$ cat config.mk
export PLATFORM = sky130hd
export DESIGN_NAME = la_wb_regs
export DESIGN_NICKNAME = d
export VERILOG_FILES = /design/src/source/la_pkg.sv /design/src/source/la_wb_regs.sv
export SDC_FILE = /design/constraint.sdc
export NUM_CORES = 1
export LEC_CHECK = 0
export BUFFER_PORTS_ARGS = -buffer_cell sky130_fd_sc_hd__buf_2
export CORE_AREA = 4 4 62 106
export CTS_CLUSTER_DIAMETER = 100
export DETAILED_ROUTE_END_ITERATION = 8
export DIE_AREA = 0 0 66 110
export GPL_ROUTABILITY_DRIVEN = 0
export MAX_ROUTING_LAYER = met4
export PLACE_DENSITY = 0.9
export SYNTH_ARGS = -nofsm -noshare
export SYNTH_HDL_FRONTEND = slang
export SYNTH_SLANG_ARGS = --single-unit
$ cat constraint.sdc
create_clock -name i_sys_clk -period 2.1 [get_ports i_sys_clk]
set_input_delay 0.105 -clock i_sys_clk [delete_from_list [all_inputs] [get_ports i_sys_clk]]
set_output_delay 0.105 -clock i_sys_clk [all_outputs]
set_load 0.02 [all_outputs]
$ cat src/source/la_pkg.sv
package la_pkg;

  localparam int LA_DEPTH = 1024; // ring entries
  localparam int LA_AW    = 10;   // ring address width
  localparam int LA_DW    = 8;    // probe width
  localparam int WB_AW    = 13;   // wishbone byte address width

  // capture controller states
  typedef enum logic [2:0] {
    IDLE,      // waiting for arm
    PREFILL,   // collecting pre_num samples
    WAIT_TRIG, // ring running, looking for pattern
    POST,      // filling the rest of the window
    DONE       // window complete
  } la_state_e;

  // register byte offsets, window lives at 0x1000 and up
  typedef enum logic [WB_AW-1:0] {
    REG_CTRL  = 13'h000, // w: arm strobe, r: busy/finished
    REG_TRIG  = 13'h004, // mask 7:0, value 15:8
    REG_PRE   = 13'h008, // pre-trigger sample count
    REG_DIV   = 13'h00C, // sample divider
    REG_START = 13'h010  // window start in ring
  } la_reg_e;

  typedef struct packed {
    logic [LA_DW-1:0] trig_mask;
    logic [LA_DW-1:0] trig_value;
    logic [LA_AW-1:0] pre_num;
    logic [7:0]       div;
  } la_cfg_t;

  typedef struct packed {
    logic             valid; // one cycle per clken
    logic [LA_DW-1:0] data;
    logic             hit;   // pattern matched
  } la_sample_t;

  typedef struct packed {
    logic             en;
    logic [LA_AW-1:0] addr;
    logic [LA_DW-1:0] data;
  } la_wr_t;

  typedef struct packed {
    logic             busy;
    logic             finished;
    logic [LA_AW-1:0] start_addr;
  } la_status_t;

endpackage
$ cat src/source/la_wb_regs.sv
`timescale 1ns/1ps

module la_wb_regs (
  input  logic                      i_sys_clk,
  input  logic                      i_arst_n,
  input  logic                      i_wb_cyc,
  input  logic                      i_wb_stb,
  input  logic                      i_wb_we,
  input  logic [la_pkg::WB_AW-1:0]  i_wb_adr,
  input  logic [31:0]               i_wb_dat,
  output logic [31:0]               o_wb_dat,
  output logic                      o_wb_ack,
  input  la_pkg::la_status_t        i_status,
  input  logic [la_pkg::LA_DW-1:0]  i_rd_data,
  output la_pkg::la_cfg_t           o_cfg,
  output logic                      o_arm,
  output logic [la_pkg::LA_AW-1:0]  o_rd_addr
);

  import la_pkg::*;

  logic req;       // new request, not yet acked
  logic win_sel;   // window region 0x1000..0x1FFC
  logic wr_stb;
  logic [31:0] rd_word;

  assign req     = i_wb_cyc && i_wb_stb && !o_wb_ack;
  assign win_sel = i_wb_adr[WB_AW-1];
  assign wr_stb  = req && i_wb_we;

  // window index is relative to the trigger window, not the ring
  assign o_rd_addr = i_status.start_addr + i_wb_adr[LA_AW+1:2];

  always_ff @(posedge i_sys_clk or negedge i_arst_n) begin
    if (!i_arst_n) begin
      o_wb_ack <= 1'b0;
      o_arm    <= 1'b0;
      o_cfg    <= '{trig_mask: '0, trig_value: '0, pre_num: LA_AW'(1), div: '0};
    end else begin
      o_wb_ack <= req;  // single wait cycle
      o_arm    <= wr_stb && !win_sel && (i_wb_adr == REG_CTRL) && i_wb_dat[0];
      if (wr_stb && !win_sel) begin
        case (i_wb_adr)
          REG_TRIG: begin
            o_cfg.trig_mask  <= i_wb_dat[7:0];
            o_cfg.trig_value <= i_wb_dat[15:8];
          end
          REG_PRE: if (!i_status.busy) o_cfg.pre_num <= i_wb_dat[LA_AW-1:0]; // locked mid-capture
          REG_DIV: o_cfg.div <= i_wb_dat[7:0];
          default: ; // ctrl and start have no stored bits
        endcase
      end
    end
  end

  // read mux, address is held by the master until ack
  always_comb begin
    rd_word = '0;
    if (win_sel) begin
      rd_word[LA_DW-1:0] = i_rd_data; // ram output from last cycle
    end else begin
      case (i_wb_adr)
        REG_CTRL:  rd_word[1:0]       = {i_status.finished, i_status.busy};
        REG_TRIG:  rd_word[15:0]      = {o_cfg.trig_value, o_cfg.trig_mask};
        REG_PRE:   rd_word[LA_AW-1:0] = o_cfg.pre_num;
        REG_DIV:   rd_word[7:0]       = o_cfg.div;
        REG_START: rd_word[LA_AW-1:0] = i_status.start_addr;
        default:   rd_word = '0;
      endcase
    end
  end

  assign o_wb_dat = rd_word;

  a_ack_single: assert property (@(posedge i_sys_clk) disable iff (!i_arst_n)
    o_wb_ack |=> !o_wb_ack);

  // master must keep cyc up until it sees ack
  a_ack_in_cyc: assert property (@(posedge i_sys_clk) disable iff (!i_arst_n)
    o_wb_ack |-> i_wb_cyc);

endmodule

* Word-level counts from Yosys, hierarchy flattened
Index checks and enable logic that the tools add are counted.
** Word-level totals
- Input port bits :: 70
- Bits in registers :: 36
- Logic and storage cells :: 30
** Operators by class
- Equality and inequality tests :: 4
- $add $sub $neg :: 1
- Bitwise gates (word level) :: 1
- Mux-type cells :: 6
- Reduce and logical (&&, ||, !) cells :: 12
** Operators with widths (number)
- $eq 13x4->1 const B :: 2
- $pmux 6 s4 :: 1
- $mux 8 :: 2
- $eq 13x3->1 const B :: 1
- $eq 13x5->1 const B :: 1
- $logic_not 13->1 :: 1
- $add 10x10->10 :: 1
- $pmux 2 s5 :: 1
- $logic_and 1x1->1 :: 6
- $mux 6 :: 1
- $pmux 2 s3 :: 1
- $reduce_and 2->1 :: 2
- $reduce_and 3->1 :: 1
- $logic_not 1->1 :: 2
- $not 1->1 :: 1

* Depth between registers and ports, before layout
Gate-level depths: netlist of run 1.
- Depth in word-level cells :: 6
- Mapped depth :: 8
- Mapped depth without buffers :: 8

* Least setup slack after synthesis of run 1
Ideal clock, no wire load.
- Path kind :: input-to-output
- Start point :: input port i_wb_adr[7] (netlist name)
- End point :: output port o_wb_dat[1]
- Stages on the path :: 3
- Arrival time :: 1.819 ns
- Data required time :: 1.995 ns
- Path slack :: 0.176 ns
- Cells stage by stage :: or4_4 -> or2_2 -> o41ai_1
** On the way
- Word-level cells in the longest chain between the ends :: 3
- Elaborated cells between the ends (all ways) :: 7
- Classes of those cells :: eq/ne: 4; mux: 2; reduce/logical: 1
** Ends and longest elaborated chain
- from (decl) :: line la_wb_regs.sv:9 : input logic [la_pkg::WB_AW-1:0] i_wb_adr,
- $eq 13x5->1 (tied with other cells) :: line la_wb_regs.sv:62 : case (i_wb_adr)
- $pmux 2 s5 (*) :: line la_wb_regs.sv:62
- $mux 8 (*) :: line la_wb_regs.sv:59 : if (win_sel) begin
- to (decl) :: line la_wb_regs.sv:11 : output logic [31:0] o_wb_dat,
Every way passes the cells marked *; elsewhere a longest branch is shown, timed or not.

* Final worst setup path of run 1
- Start point :: input port i_wb_adr[7] (netlist name)
- End point :: output port o_wb_dat[0]
Same word-level chain as after synthesis.

==> results.cfg, run 1 <==
[status]
outcome = finished, final reports clean

[drt]
drtIter0Drc = 108
drt-met1-wl_microns = 2665
routed.top_layer = met4
wl_per_cell_microns = 17.66
drc = 0
drt-vias-per-instance = 5.286
ant_nets = 0
vias = 2236
drtPass1Iterations = 4
wl_met2_microns = 4219
wl_microns = 7471
wl_met3_microns = 410

[worst_setup_path]
cp_num_cells = 8
cp-start-kind = input pin
endpoint = o_wb_dat[0]
arrival_ns = 1.89
reg2reg_slack_ns = 0.41
crit_slowest_cell = or4_4
cp_cell_sequence = buf_2 > or4_4 > or2_2 > nor2b_1 > buf_4 > a22oi_1 > o21ai_0 > buf_2
crit_required_ns = 2.00
critPathBufInv = 3
worst_setup_path_end_kind = output pin
crit_start = i_wb_adr[7]
critPathMaxFanout = 7
reg2reg_to = o_cfg[12]$_DFFE_PN0P_
setup.worst_path.class = input pin to output pin
crit_family = simple AND/OR/NAND/NOR gates
slowest_delay_ns = 0.60
r2r_start = o_wb_ack$_DFF_PN0_
cpMostUsedCell = buf_2
reg2reg_depth = 5

[global_route]
grtUsageTotal = 0.2120
overflow = 0
first_global_vias = 2352
grt_max_degree = 37
antenna_found_initial = 0
grt_pass1_wl_microns = 11380

[yosys]
synth_area_sq_um = 2427
ys.flop_type = dfrtp_1
synthArstFlopShare = 1.000
ys_warn_count = 0
synth-edff-count = 0
syn_avg_cell_area_sq_um = 11.03
yosysSeqAreaShare = 0.3716
ys_types = 44
yosys_register_bits = 36
synth_cells = 220

[timing]
rsz0062_at_grt = no
hold_viol = 0
period_share = 0.9490
tightest_slew_ns = 0.8070
max_freq_mhz = 501.8
slew_viol_final = 0
setup_viol = 0
fin_skew_ns = 0.007015
slew_headroom = 0.4620
min_period_ns = 1.993
finalSetupTns_ns = 0

[worst_hold_path]
hp-class = input pin to flop

[clocking]
cts_setup_buffers = 0
numCtsBuffers = 5
cts_num_sinks = 36
cts.htree.levels = 2
clk_latency_ns = 0.28
cts_tree = yes
cts.path.max_buffers = 2
clk_pin_slew_ns = 0.07
clock-root-buffer = clkbuf_8

[layout]
layout-drive-gt1-share = 0.5130
syn2layout_area_growth_pct = 32.63
n_antenna_cell = 0
nets = 426
layout_commonest_cell = buf_2
instances_no_fill = 423
mostFrequentLayoutCells = 115 x buf_2, 35 x dfrtp_1, 24 x mux2_2, 16 x conb_1, 14 x nand2_1

[placement]
port_buffers = 115
hpwl_microns = 6045
numPlacedInstances = 414

[floorplanning]
design.core.area_sq_um = 5630
die_area_sq_um = 7260
die-width_microns = 66
rows = 36
ios = 148
dieHeight_microns = 110
start_util = 0.4311

[power]
power_density_nw_per_um2 = 481.9
leakage_uw = 0.001835
peakVddDrop_mv = 0.4686

[run]
maxCapViolCount = 0
-- kinds of logic (layout without fill, tap and decap cells) --
family,after synthesis,after routing,synth area share
simple gates,57,57,0.1546
other cells,1,16,0.001545
flops,36,36,0.3717
buf+inv,31,143,0.07783
mux,38,38,0.1897
compound gates,38,38,0.1175
fa+ha+maj,10,10,0.05464
xor+xnor,9,9,0.03248
-- worst min-delay path by stage --
stage                       startpoint                     to  slack [ns]  depth (start not counted)
after floorplan               i_arst_n        o_arm$_DFF_PN0_       -0.19                          0
after global placement        i_arst_n  o_cfg[23]$_DFFE_PN0P_        0.21                          1
after detailed placement      i_arst_n  o_cfg[23]$_DFFE_PN0P_        0.23                          1
after CTS                 i_wb_dat[11]  o_cfg[21]$_DFFE_PN0P_        0.04                          2
after global routing      i_wb_dat[13]  o_cfg[23]$_DFFE_PN0P_        0.05                          2
final                     i_wb_dat[11]  o_cfg[21]$_DFFE_PN0P_        0.06                          2
-- cell type report --
type / instances / area, sq um
inverter: 7 / 26.28
sequential: 36 / 902.1
timing repair buffer: 128 / 713.2
clock inverter: 1 / 5.005
clock buffer: 7 / 76.32
multi-input combinational: 168 / 1401
tap: 76 / 95.09
fill: 492 / 2411
-- flip-flops by register name (all words and copies together) (netlist names) --
register	flops
o_cfg	34
o_wb_ack	1
o_arm	1
-- cells in the mapped netlist (2+ instances only) --
master / n / area [sq um]
dfrtp_1: 35 / 875.8
mux2_2: 24 / 270.3
buf_4: 17 / 127.6
nand2_1: 14 / 52.55
a22oi_1: 13 / 97.59
mux2_4: 10 / 150.1
ha_1: 9 / 112.6
nor2_1: 8 / 30.03
inv_1: 7 / 26.28
xnor2_1: 7 / 61.31
a22o_1: 6 / 52.55
and2_1: 6 / 37.54
clkbuf_1: 5 / 18.77
o21ai_0: 5 / 25.02
mux2i_1: 4 / 40.04
nand3_1: 4 / 20.02
nor2b_1: 4 / 25.02
a21o_1: 3 / 22.52
a21oi_1: 3 / 15.01
and3_1: 3 / 18.77
nor3_1: 3 / 15.01
a222oi_1: 2 / 20.02
nand3b_1: 2 / 15.01
nor4_4: 2 / 42.54
nor4b_1: 2 / 17.52
o2111ai_1: 2 / 17.52
o41ai_1: 2 / 17.52
xor2_1: 2 / 17.52
-- per-stage QoR --
stage	utilization	total power, uW	setup WS (ns)	instance area [sq um]	hold slack [ns]
after floorplan	-	959.5	0.1756	2484	-0.1906
after global placement	0.5540	1084	0.07520	3119	0.2145
after detailed placement	0.5540	1096	0.05605	3119	0.2250
after CTS	0.5702	1562	0.1088	3211	0.04461
after global routing	0.5718	1633	0.001742	3219	0.04816
final	0.5718	1551	0.1070	3219	0.05704
-- power breakdown --
part | leakage [uW] | total [uW] | internal (uW) | switching [uW]
combinational | 0.00129 | 392 | 145 | 247
clock | 0.0000422 | 463 | 233 | 231
sequential | 0.000499 | 696 | 695 | 1.11
total | 0.00184 | 1550 | 1070 | 479
-- routing by layer --
metal / global-route usage / up-vias
li1: - / 1024
met1: 0.2206 / 1093
met2: 0.3934 / 106
met3: 0.02130 / 13
met4: 0.09884 / 0
met5: - / -
-- what timing repair did --
action                     4_1_cts  5_1_grt
hold buffers                     1        0
hold endpoints to repair        35        0
gates resized for setup          0        2
setup endpoints to repair        0        3
Power figures use the tool's default switching activity.
==> inputs of run 2 (changes only) <==
CORE_AREA = 2 2 60 104   (was 4 4 62 106)
DIE_AREA = 0 0 62 106   (was 0 0 66 110)
==> run 2 against run 1 <==
Net effect: combinational power is essentially flat; clock skew rose by 0.0023 ns; flip-flop and latch count did not move; sequential power is essentially flat; count of clock-buffer cells in the layout stayed put; worst hold slack got worse by 0.0080 ns; utilization fell by 1.4 points; wire length is 5.0% lower; cell area increased by 0.23%; first-iteration DRC count decreased by 19%; setup slack improved by 0.049 ns; power up 0.56%; largest cell class unchanged.
==> results.cfg, run 2 (synthesis gave the netlist of run 1 again) <==
[power]
switching_share = 0.3119
p_int_uw = 1073
peakVddDrop_mv = 0.4801
p_sw_uw = 486.5
leakage_uw = 0.001837
power_uw = 1560
power_density_nw_per_um2 = 483.4
pwr-share-seq = 0.446
power_frac_clock = 0.302
p_comb_frac = 0.252

[worst_setup_path]
arrival_ns = 1.84
setup.worst_path.class = input pin to output pin
worst_setup_path_end_kind = output pin
critPathMaxFanout = 8
crit_required_ns = 2.00
reg2reg_depth = 5
cp-start-kind = input pin

[clocking]
clk_latency_ns = 0.29
numCtsBuffers = 5
cts_setup_buffers = 0
cts_tree = yes
clk_pin_slew_ns = 0.07
clock-root-buffer = clkbuf_8
cts.htree.levels = 2
cts_num_sinks = 36
cts.path.max_buffers = 2

[timing]
hold_slack_ns = 0.04906
fin_skew_ns = 0.009353
min_period_ns = 1.944
worst_slack_ns = 0.1559
tightest_slew_ns = 0.7878
slew_viol_final = 0
hold_viol = 0
max_freq_mhz = 514.4
period_share = 0.9258
slew_headroom = 0.4748
setup_viol = 0

[drt]
drtPass1Iterations = 4
wl_per_cell_microns = 16.70
vias = 2202
ant_nets = 0
drtIter0Drc = 87
wl_microns = 7097
drc = 0
drt-vias-per-instance = 5.181

[global_route]
first_global_vias = 2204
grt-busiest-layer = met2
grt_util_met2 = 0.3899
antenna_found_initial = 0
overflow = 0
grt_max_degree = 37
grtUsageTotal = 0.2296
use_met1 = 0.2478
grt_pass1_wl_microns = 10770
gr-usage-met3 = 0.02433

[placement]
port_buffers = 115
pre_cts_ws_ns = 0.06496
numPlacedInstances = 416
hpwl_microns = 5685

[floorplanning]
die-width_microns = 62
start_util = 0.4195
design.core.area_sq_um = 5787
rows = 37
dieHeight_microns = 106
ios = 148
die_area_sq_um = 6572

[layout]
largest_register_ffs = 34
layout-drive-gt1-share = 0.5159
nets = 426
top_register = o_cfg
biggestRegsByFlops = o_cfg x34, o_arm x1, o_wb_ack x1
layout_commonest_cell = buf_2
syn2layout_area_growth_pct = 32.94
n_antenna_cell = 0
mostFrequentLayoutCells = 115 x buf_2, 35 x dfrtp_1, 24 x mux2_2, 16 x conb_1, 14 x nand2_1
instances_no_fill = 425

[worst_hold_path]
hp-class = input pin to flop
hold_path_depth = 2

[status]
outcome = finished, final reports clean

[run]
maxCapViolCount = 0
-- run 2: cell counts in the layout (fill, tap and decap cells not counted) --
No cell type changed its count.
-- run 2: final cells by class --
class / instances / area (sq um)
Inverter: 7 / 26.28
Clock inverter: 1 / 5.005
Multi-Input combinational cell: 168 / 1406
Sequential cell: 36 / 902.1
Clock buffer: 7 / 76.32
Timing Repair Buffer: 128 / 713.2
Fill cell: 514 / 2560
Tap cell: 78 / 97.59
-- run 2: per-layer routing --
metal / share of wire / vias to the layer above / routed length (microns)
met5: 0 / - / 0
met4: 0.026 / 0 / 182
met1: 0.37 / 1074 / 2602
met3: 0.039 / 13 / 280
li1: - / 1023 / -
met2: 0.57 / 92 / 4031
-- run 2: per-stage QoR --
step                instance area [sq um]  utilization  TNS [ns]
finish                               3227       0.5576         0
global route                         3227       0.5576  -0.01564
CTS                                  3213       0.5552         0
detailed placement                   3122       0.5395         0
global placement                     3122       0.5395         0
floorplan                            2484            -         0
-- run 2: worst max-delay path, stage by stage --
cell and delay, ns:
buf_2 0.11, or4_4 0.59, nor4_4 0.31, and3_1 0.25
buf_12 0.13, a22oi_1 0.10, nand2_1 0.07, buf_2 0.16
-- run 2: worst paths after layout --
check / from / endpoint / slack [ns]
max reg2reg: o_wb_ack$_DFF_PN0_ / o_cfg[7]$_DFFE_PN0P_ / 0.50
max: i_wb_adr[7] / o_wb_dat[4] / 0.16
min in group asynchronous: i_arst_n / o_cfg[25]$_DFFE_PN0P_ / 0.44
min: i_wb_dat[12] / o_cfg[22]$_DFFE_PN0P_ / 0.05
min reg2reg: o_cfg[17]$_DFFE_PN0P_ / o_cfg[17]$_DFFE_PN0P_ / 0.53
max in group asynchronous: i_arst_n / o_cfg[4]$_DFFE_PN0P_ / 1.16
-- run 2: power groups by stage --
stage / clock network (uW) / logic (uW) / registers, uW
after floorplan: 0 / 249 / 710
after global placement: 0 / 377 / 709
after detailed placement: 0 / 386 / 709
after CTS: 482 / 388 / 696
after global routing: 514 / 431 / 695
final: 472 / 393 / 696
-- run 2: repair_timing --
action / in CTS / in global routing
gates resized for setup: 0 / 3
setup endpoints to repair: 0 / 2
hold buffers: 1 / 0
endpoints found under the hold margin: 35 / 0
==> inputs of run 3 (changes only) <==
ABC_CLOCK_PERIOD_IN_PS = 2100   (was not set)
CORE_AREA = 5 5 63 107   (was 2 2 60 104)
DIE_AREA = 0 0 68 112   (was 0 0 62 106)
PLACE_DENSITY = 0.79   (was 0.9)
==> run 3 against run 2 <==
Net effect: setup slack better by 0.024 ns; critical path depth stayed put; sequential power hardly changed; count of clock-buffer cells in the layout shrank 1; cell area is 0.16% higher; critical endpoint is now o_wb_dat[0].
==> results.cfg, run 3 (synthesis gave the netlist of run 1 again) <==
[status]
outcome = finished, final reports clean

[drt]
drtPass1Iterations = 4
drtIter0Drc = 79
drc = 0
vias = 2189
wl_microns = 7353
drt-vias-per-instance = 5.138
ant_nets = 0
wl_per_cell_microns = 17.26

[worst_setup_path]
critPathMaxFanout = 7
worst_setup_path_end_kind = output pin
crit_required_ns = 2.00
cp-start-kind = input pin
arrival_ns = 1.82
setup.worst_path.class = input pin to output pin

[clocking]
cts.htree.levels = 2
cts.path.max_buffers = 2
cts_tree = yes
clk_pin_slew_ns = 0.08
clk_latency_ns = 0.29
post_cts_resized = 0
clock-root-buffer = clkbuf_8
cts_setup_buffers = 0
numCtsBuffers = 5
ctsHoldBuffers = 1
cts_num_sinks = 36

[global_route]
antenna_found_initial = 0
grt_pass1_wl_microns = 11270
overflow = 0
first_global_vias = 2325
grt_max_degree = 37
grtUsageTotal = 0.2030

[layout]
biggestRegsByFlops = o_cfg x34, o_arm x1, o_wb_ack x1
layout_commonest_cell = buf_2
n_antenna_cell = 0
nets = 427
syn2layout_area_growth_pct = 33.14
mostFrequentLayoutCells = 115 x buf_2, 35 x dfrtp_1, 24 x mux2_2, 16 x conb_1, 14 x nand2_1
top_register = o_cfg
fill_cells = 539
largest_register_ffs = 34
layout-drive-gt1-share = 0.5144
stdcell_area_sq_um = 3232

[power]
p_comb_frac = 0.241
leakage_uw = 0.001847
switching_share = 0.3094
power_density_nw_per_um2 = 492.2
p_int_uw = 1099
p_sw_uw = 492.2
pwr-share-seq = 0.437
peakVddDrop_mv = 0.3699
power_frac_clock = 0.322

[floorplanning]
rows = 37
dieHeight_microns = 112
ios = 148
die_area_sq_um = 7616
design.core.area_sq_um = 5787
die-width_microns = 68
start_util = 0.4195

[timing]
min_period_ns = 1.921
setup_viol = 0
max_freq_mhz = 520.7
period_share = 0.9146
hold_slack_ns = 0.04106
tightest_slew_ns = 0.8207
rsz0062_at_grt = no
slew_viol_final = 0
fin_skew_ns = 0.007613
finalSetupTns_ns = 0
hold_viol = 0
slew_headroom = 0.4529

[worst_hold_path]
hp-class = input pin to flop

[placement]
port_buffers = 115
hpwl_microns = 5895
place_area_sq_um = 3129

[run]
maxCapViolCount = 0
-- run 3: power by group through the flow --
stage	clock (uW)	sequential [uW]	combinational [uW]
after floorplan	0	710	249
after global placement	0	708	375
after detailed placement	0	708	382
after CTS	526	695	385
after global routing	554	695	416
final	512	695	384
-- run 3: worst paths after layout --
| kind | from | end | slack, ns | depth (start not counted) |
|---|---|---|---|---|
| worst max-delay path | i_wb_adr[7] | o_wb_dat[0] | 0.18 | 8 |
| worst min-delay path | i_wb_dat[15] | o_cfg[25]$_DFFE_PN0P_ | 0.04 | 2 |
| worst max register to register | o_wb_ack$_DFF_PN0_ | o_cfg[15]$_DFFE_PN0P_ | 0.32 | 5 |
| worst min register to register | o_wb_ack$_DFF_PN0_ | o_wb_ack$_DFF_PN0_ | 0.48 | 1 |
| max in group asynchronous | i_arst_n | o_cfg[4]$_DFFE_PN0P_ | 1.10 | 2 |
| min in group asynchronous | i_arst_n | o_cfg[23]$_DFFE_PN0P_ | 0.47 | 2 |
-- run 3: critical path, cell delays in order --
cell and delay, ns:
buf_2 0.11, or4_4 0.60, or2_2 0.35, nor2b_1 0.12
buf_4 0.17, a22oi_1 0.07, o21ai_0 0.09, buf_2 0.20
-- run 3: final cells by class --
class	instances	area (sq um)	share of cell area
Multi-Input combinational cell	168	1393	0.4309
Sequential cell	36	902.1	0.2791
Timing Repair Buffer	129	720.7	0.2230
Tap cell	78	97.59	0.03020
Clock buffer	6	82.58	0.02555
Inverter	7	26.28	0.008130
Clock inverter	2	10.01	0.003097
-- run 3: metal layers --
metal,up-vias,part of all wire,wire [microns],GRT usage
li1,1030,-,-,-
met1,1056,0.37,2724,0.2109
met2,88,0.54,3944,0.3615
met3,15,0.061,445,0.02018
met4,0,0.032,238,0.1009
met5,-,0,0,-
-- run 3: stage by stage --
stage / std cells / util / setup slack, ns / power, uW
floorplan: 235 / - / 0.1756 / 959.5
global placement: 417 / 0.5408 / 0.1303 / 1083
detailed placement: 417 / 0.5408 / 0.1082 / 1091
CTS: 426 / 0.5585 / 0.1647 / 1606
global route: 426 / 0.5585 / 0.02968 / 1665
finish: 426 / 0.5585 / 0.1794 / 1591
